`src/hdl/cnn_num_pkg.sv`:
```
package cnn_num_pkg;

	// ------------------------------------------------------------------------
	// sample and accumulator widths
	// ------------------------------------------------------------------------
	localparam int DATA_W = 16;
	// product is 2*DATA_W, plus guard bits for 27 terms
	localparam int ACC_W = 2 * DATA_W + 4;

	// ------------------------------------------------------------------------
	// array geometry
	// ------------------------------------------------------------------------
	localparam int IMG_SIZE  = 4;
	localparam int K_SIZE    = 3;
	localparam int N_CH      = 3;
	localparam int N_KERNELS = 4;
	localparam int OUT_SIZE  = 8;

	// leaky relu slope, floor(x / 8)
	localparam int LEAK_SHIFT = 3;

endpackage

```
`src/hdl/cnn_mode_pkg.sv`:
```
package cnn_mode_pkg;

	typedef enum logic {
		PAD_REPLICATE = 1'b0,
		PAD_ZERO      = 1'b1
	} pad_mode_e;

	typedef enum logic {
		ACT_RELU  = 1'b0,
		ACT_LEAKY = 1'b1
	} act_mode_e;

	// bit 1 pad, bit 0 activation
	typedef struct packed {
		pad_mode_e pad;
		act_mode_e act;
	} opt_t;

endpackage

```
`src/hdl/operand_if.sv`:
```
interface operand_if #(
	parameter int DATA_W = cnn_num_pkg::DATA_W
);
	// request from the engine
	logic [$clog2(cnn_num_pkg::N_KERNELS)-1:0] kidx;
	logic [$clog2(cnn_num_pkg::IMG_SIZE)-1:0]  oy;
	logic [$clog2(cnn_num_pkg::IMG_SIZE)-1:0]  ox;
	logic [$clog2(cnn_num_pkg::K_SIZE)-1:0]    krow;

	// one padded row and one kernel row per channel, same cycle
	logic signed [DATA_W-1:0] pix [cnn_num_pkg::N_CH][cnn_num_pkg::K_SIZE];
	logic signed [DATA_W-1:0] wgt [cnn_num_pkg::N_CH][cnn_num_pkg::K_SIZE];
	logic                     loaded;

	modport loader (input kidx, oy, ox, krow, output pix, wgt, loaded);
	modport engine (output kidx, oy, ox, krow, input pix, wgt, loaded);

endinterface

```
`src/hdl/input_loader.sv`:
```
module input_loader #(
	parameter int DATA_W = cnn_num_pkg::DATA_W
) (
	input  logic                     clk,
	input  logic                     rst_n,
	input  logic                     in_valid_o,
	input  cnn_mode_pkg::opt_t       opt,
	input  logic                     in_valid_i,
	input  logic signed [DATA_W-1:0] image1,
	input  logic signed [DATA_W-1:0] image2,
	input  logic signed [DATA_W-1:0] image3,
	input  logic                     in_valid_k,
	input  logic signed [DATA_W-1:0] kernel1,
	input  logic signed [DATA_W-1:0] kernel2,
	input  logic signed [DATA_W-1:0] kernel3,
	operand_if.loader                op,
	input  logic                     done,
	output cnn_mode_pkg::act_mode_e  act
);
	localparam int NS = cnn_num_pkg::IMG_SIZE;
	localparam int KS = cnn_num_pkg::K_SIZE;
	localparam int NC = cnn_num_pkg::N_CH;
	localparam int NK = cnn_num_pkg::N_KERNELS;

	cnn_mode_pkg::opt_t       opt_q;
	logic signed [DATA_W-1:0] img [NC][NS][NS];
	logic signed [DATA_W-1:0] wgt_mem [NC][NK][KS*KS];
	logic [1:0]               row_cnt, col_cnt, kern_cnt;
	logic [3:0]               wgt_cnt;

	// padded coordinate 0..5 to image index, clamped at the edges
	function automatic logic [1:0] img_index(input logic [2:0] p);
		logic [1:0] idx;
		if (p == 3'd0)
			idx = 2'd0;
		else if (p > 3'(NS))
			idx = 2'(NS - 1);
		else
			idx = 2'(p - 3'd1);
		return idx;
	endfunction

	// ------------------------------------------------------------------------
	// option, image and kernel load
	// ------------------------------------------------------------------------
	always_ff @(posedge clk or negedge rst_n)
	begin
		if (!rst_n)
		begin
			opt_q     <= '0;
			row_cnt   <= '0;
			col_cnt   <= '0;
			kern_cnt  <= '0;
			wgt_cnt   <= '0;
			op.loaded <= 1'b0;
		end
		else if (in_valid_o)
		begin
			opt_q    <= opt;
			row_cnt  <= '0;
			col_cnt  <= '0;
			kern_cnt <= '0;
			wgt_cnt  <= '0;
		end
		else if (in_valid_i)
		begin
			col_cnt <= col_cnt + 2'd1;
			if (col_cnt == 2'(NS - 1))
				row_cnt <= row_cnt + 2'd1;
		end
		else if (in_valid_k)
		begin
			wgt_cnt <= wgt_cnt + 4'd1;
			if (wgt_cnt == 4'(KS * KS - 1))
			begin
				wgt_cnt  <= '0;
				kern_cnt <= kern_cnt + 2'd1;
				// last weight of the last kernel
				if (kern_cnt == 2'(NK - 1))
					op.loaded <= 1'b1;
			end
		end
		else if (done)
			op.loaded <= 1'b0;
	end

	always_ff @(posedge clk)
	begin
		if (in_valid_i)
		begin
			img[0][row_cnt][col_cnt] <= image1;
			img[1][row_cnt][col_cnt] <= image2;
			img[2][row_cnt][col_cnt] <= image3;
		end
		if (in_valid_k)
		begin
			wgt_mem[0][kern_cnt][wgt_cnt] <= kernel1;
			wgt_mem[1][kern_cnt][wgt_cnt] <= kernel2;
			wgt_mem[2][kern_cnt][wgt_cnt] <= kernel3;
		end
	end

	// ------------------------------------------------------------------------
	// padded operand row, row oy+krow, columns ox..ox+2
	// ------------------------------------------------------------------------
	always_comb
	begin
		logic [2:0] pr;
		logic [2:0] pc;
		logic       border;
		pr = {1'b0, op.oy} + {1'b0, op.krow};
		for (int c = 0; c < NC; c++)
		begin
			for (int j = 0; j < KS; j++)
			begin
				pc = {1'b0, op.ox} + 3'(j);
				border = (pr == 3'd0) || (pr == 3'(NS + 1)) ||
					(pc == 3'd0) || (pc == 3'(NS + 1));
				if (border && opt_q.pad == cnn_mode_pkg::PAD_ZERO)
					op.pix[c][j] = '0;
				else
					op.pix[c][j] = img[c][img_index(pr)][img_index(pc)];
				op.wgt[c][j] = wgt_mem[c][op.kidx][int'(op.krow) * KS + j];
			end
		end
	end

	assign act = opt_q.act;

endmodule

```
`src/flat_wrapper.sv`:
```
// flat-port wrapper written by rule: the top's interface ports become plain ports
module input_loader_flat 
#(
	parameter int DATA_W = cnn_num_pkg::DATA_W
)
  (clk, rst_n, in_valid_o, opt, in_valid_i, image1, image2, image3, in_valid_k, kernel1, kernel2, kernel3, done, act, op_kidx, op_oy, op_ox, op_krow, op_pix, op_wgt, op_loaded);
  operand_if #(.DATA_W(DATA_W)) op_i ();
  input  logic clk;
  input  logic rst_n;
  input  logic in_valid_o;
  input  cnn_mode_pkg::opt_t opt;
  input  logic in_valid_i;
  input  logic signed [DATA_W-1:0] image1;
  input  logic signed [DATA_W-1:0] image2;
  input  logic signed [DATA_W-1:0] image3;
  input  logic in_valid_k;
  input  logic signed [DATA_W-1:0] kernel1;
  input  logic signed [DATA_W-1:0] kernel2;
  input  logic signed [DATA_W-1:0] kernel3;
  input  logic done;
  output cnn_mode_pkg::act_mode_e act;
  input wire logic [$bits(op_i.kidx)-1:0] op_kidx;
  input wire logic [$bits(op_i.oy)-1:0] op_oy;
  input wire logic [$bits(op_i.ox)-1:0] op_ox;
  input wire logic [$bits(op_i.krow)-1:0] op_krow;
  output wire logic [$bits(op_i.pix)-1:0] op_pix;
  output wire logic [$bits(op_i.wgt)-1:0] op_wgt;
  output wire logic [$bits(op_i.loaded)-1:0] op_loaded;
  assign op_i.kidx = op_kidx;
  assign op_i.oy = op_oy;
  assign op_i.ox = op_ox;
  assign op_i.krow = op_krow;
  assign op_pix = {>>{op_i.pix}};
  assign op_wgt = {>>{op_i.wgt}};
  assign op_loaded = op_i.loaded;
  input_loader #(.DATA_W(DATA_W)) u_core (.clk(clk), .rst_n(rst_n), .in_valid_o(in_valid_o), .opt(opt), .in_valid_i(in_valid_i), .image1(image1), .image2(image2), .image3(image3), .in_valid_k(in_valid_k), .kernel1(kernel1), .kernel2(kernel2), .kernel3(kernel3), .op(op_i), .done(done), .act(act));
endmodule
```
`config.mk`:
```
export PLATFORM = sky130hd
export DESIGN_NAME = input_loader_flat
export DESIGN_NICKNAME = d
export VERILOG_FILES = /design/src/hdl/cnn_num_pkg.sv /design/src/hdl/cnn_mode_pkg.sv /design/src/hdl/operand_if.sv /design/src/hdl/input_loader.sv /design/src/flat_wrapper.sv
export SDC_FILE = /design/constraint.sdc
export NUM_CORES = 2
export LEC_CHECK = 0
export BUFFER_PORTS_ARGS = -buffer_cell sky130_fd_sc_hd__buf_4
export CORE_MARGIN = 2
export CORE_UTILIZATION = 30
export CTS_BUF_LIST = sky130_fd_sc_hd__clkbuf_4 sky130_fd_sc_hd__clkbuf_8
export DETAILED_ROUTE_END_ITERATION = 10
export GPL_TIMING_DRIVEN = 0
export PLACE_DENSITY = 0.45
export SYNTH_ARGS = -nofsm -noshare
export SYNTH_HDL_FRONTEND = slang
export SYNTH_SLANG_ARGS = --single-unit
```
`constraint.sdc`:
```
create_clock -name clk -period 12.85 [get_ports clk]
set_input_delay 2.57 -clock clk [delete_from_list [all_inputs] [get_ports clk]]
set_output_delay 2.57 -clock clk [all_outputs]
set_load 0.05 [all_outputs]
```
==> results.py <==
metrics = {
    "global_route": {
        "track_usage_pct": 22.0,
        "antenna_found_initial": 39,
        "grt_first_pass_wirelength_um": 531000,
        "gr-total-overflow": 0,
        "grt_pass1_vias": 62900,
        "grt_max_degree": 49,
    },
    "die": {
        "io_pins": 402,
        "die_w_um": 593,
        "fp.dieArea_um2": 351000,
        "die_h_um": 593,
        "core-area_um2": 346000,
        "rows": 216,
        "initial_core_util_pct": 30.1,
    },
    "logic_synthesis": {
        "synth_top_area_cell": "edfxtp_1",
        "synth_cell_types": 58,
        "async_flop_share_pct": 0.518,
        "ys_seq_elements": 2509,
        "synthAdderAreaFrac_pct": 0.296,
        "synth_area_leaders": "edfxtp_1 72%, mux4_2 12%, mux2i_1 2.4%",
        "yosysMostFrequentCell": "edfxtp_1",
        "synth-main-ff-cell": "edfxtp_1",
        "synth_top_family_by_area": "multiplexers",
        "syn-num-nets": 5838,
        "netlist_top_cells_count": "2496 x edfxtp_1, 572 x mux4_2, 492 x nand2_1",
        "synth-simple-area-share_pct": 3.49,
        "synth_top_cell_area_share_pct": 72.1,
        "synth_area_per_cell_um2": 18.2,
        "seq_area_frac_synth_pct": 72.4,
        "netlist_instances": 5702,
        "syn_area_um2": 104000,
        "synth-edff-count": 2496,
        "yosysWarningCount": 0,
        "muxShareOfSynthArea_pct": 15.2,
        "synth_xor_area_share_pct": 0.0337,
        "synth-compound-area-share_pct": 6.76,
    },
    "routing": {
        "drc": 0,
        "routedWlPerCell_um": 34.4,
        "drt_iter0_markers": 7954,
        "ant_nets": 0,
        "routed_wl_um": 398000,
        "via_per_inst": 5.49,
        "drt_pass1_iterations": 8,
        "vias": 63600,
    },
    "sta": {
        "setup_viol": 6,
        "rsz0062_at_grt": "false",
        "slew_violations": 35,
        "finalHoldViolCount": 0,
        "fin_crit_sh_pct": 101,
        "fmax_mhz": 76.8,
        "holdWs_ns": 0.523,
        "fin_ws_ns": -0.166,
        "max-slew-margin-rel_pct": -7.59,
        "clock_skew_ns": 0.136,
        "min_period_ns": 13.02,
        "worstMarginPinSlew_ns": 1.61,
    },
    "pwr": {
        "power.density_nw_per_um2": 157,
        "leakage_nw": 40.3,
        "finalPower_w": 0.0195,
        "peakVddDrop_v": 0.000108,
    },
    "layout": {
        "drive_gt1_share_pct": 28.2,
        "regArea_um2": 75300,
        "area_delta_synth_final_pct": 19.0,
        "final_cells": 11600,
        "nFillCells": 32500,
        "multi_input_area_um2": 27200,
        "utilization_pct": 35.8,
        "final_area_um2": 124000,
        "nNetsFinal": 6779,
    },
    "flow_run": {
        "max_cap_violations": 5,
    },
    "cts": {
        "path_clk_slew_ns": 0.06,
        "postCtsHoldBufs": 0,
        "cts_num_sinks": 2509,
        "cts_root_buf": "clkbuf_8",
        "cts_made_buffers": 433,
        "clock_tree.buffer_depth": 4,
        "cts_setup_buffers": 0,
        "htreeDepth": 5,
        "clock_latency_ns": 1.14,
        "cts_resized": 0,
        "cts_tree": "done",
    },
    "status": {
        "violations": "max-capacitance violations, max-slew violations, negative setup slack",
        "status": "complete, but fails checks",
    },
    "min_path": {
        "worst_hold_path_type": "register to register",
    },
    "critical_path": {
        "path_cells": "buf_4 > inv_1 > buf_2 > buf_1 > clkbuf_1 > ha_1 > clkbuf_1 > clkbuf_1 > clkbuf_1 > clkbuf_1 > o21ai_0 > o21ai_0 > buf_4",
        "worstSetupPathType": "primary input to output pin",
        "arrival_ns": 10.45,
        "end_kind": "output pin",
        "crit_top_cell": "clkbuf_1",
        "critPathSlowestCell": "clkbuf_1",
        "cpPeakStageDelay_ns": 1.11,
        "worst_ep_required_time_ns": 10.28,
        "crit_fanout": 10,
        "worst_setup_path_start_kind": "primary input",
    },
    "placed_design": {
        "port_buffers": 396,
        "place_area_um2": 115000,
        "dp_cells": 10800,
        "gp_congestion": 0.893,
        "dp_hpwl_um": 279000,
    },
}
-- per-layer routing --
layer | global-route usage (%) | part of all wire [%] | routed length (µm) | vias up
li1 | - | - | - | 25500
met5 | 0 | 0.034 | 136 | -
met3 | 3.99 | 7.6 | 30300 | 599
met1 | 30.0 | 42 | 166000 | 34200
met4 | 6.96 | 3.3 | 13000 | 26
met2 | 35.7 | 47 | 188000 | 3167
-- registers in the layout (all words and copies together), names as in the netlist --
name and cells:
u_core.col_cnt 2, u_core.img 768, u_core.opt_q 1, u_core.kern_cnt 2
u_core.act 1, u_core.wgt_mem 1728, u_core.row_cnt 2, u_core.wgt_cnt 4
u_core.op.loaded 1
-- where the power goes --
group          internal [W]  total [W]  leakage, nW  switching [W]
Sequential          0.00905    0.00907         22.7      0.0000172
Combinational      0.000902    0.00315         13.2        0.00224
Clock               0.00383    0.00724         4.43        0.00341
-- worst paths after layout --
check	start	endpoint	slack, ns	cells after the start
worst max register to register	u_core.wgt_cnt[0]	u_core.wgt_mem[0][1589]	9.82	8
worst min-delay path	u_core.act	u_core.act	0.52	1
max in group asynchronous	rst_n	u_core.opt_q[1]	11.29	1
worst max-delay path	op_krow[0]	op_wgt[82]	-0.17	13
worst min register to register	u_core.act	u_core.act	0.52	1
min in group asynchronous	rst_n	u_core.col_cnt[1]	1.32	1
-- kinds of logic after synthesis --
group           count (synthesis)
compound gates               1019
xor+xnor                        4
fa+ha+maj                      24
buf+inv                       426
flops                        2509
mux                           864
simple gates                  856
-- cell type report --
type	count	share of cell area, %
buffer	407	1.46
inverter	19	0.0576
timing repair buffer	506	4.26
clock buffer	581	5.73
antenna	11	0.0222
sequential	2509	60.8
multi-input combinational	2767	22.0
clock inverter	195	1.04
tap	4578	4.63
-- cells in the final DEF, fill, tap and decap left out, drive strengths merged, types with 39 or more instances in the layout --
master,count
a221oi,51
nor2,178
mux4,572
buf,676
o22a,50
a221o,80
a32oi,46
o22ai,203
clkbuf,818
mux2,39
a22o,73
clkinv,161
a21oi,170
nand2,492
nor2b,54
o21ai,197
mux2i,253
edfxtp,2496
-- stage by stage --
step	worst slack (ns)	setup TNS, ns
final	-0.166	-0.479
after global routing	0.0265	0
after CTS	0.111	0
after detailed placement	0.108	0
after global placement	-0.279	-1.75
after floorplan	3.96	0
-- critical path: cells and delay by family --
family / cells / cell delay (ns)
compound gates: 2 / 0.78
fa+ha+maj: 1 / 0.29
buf+inv: 10 / 6.64
(Power assumes the default switching activity.)
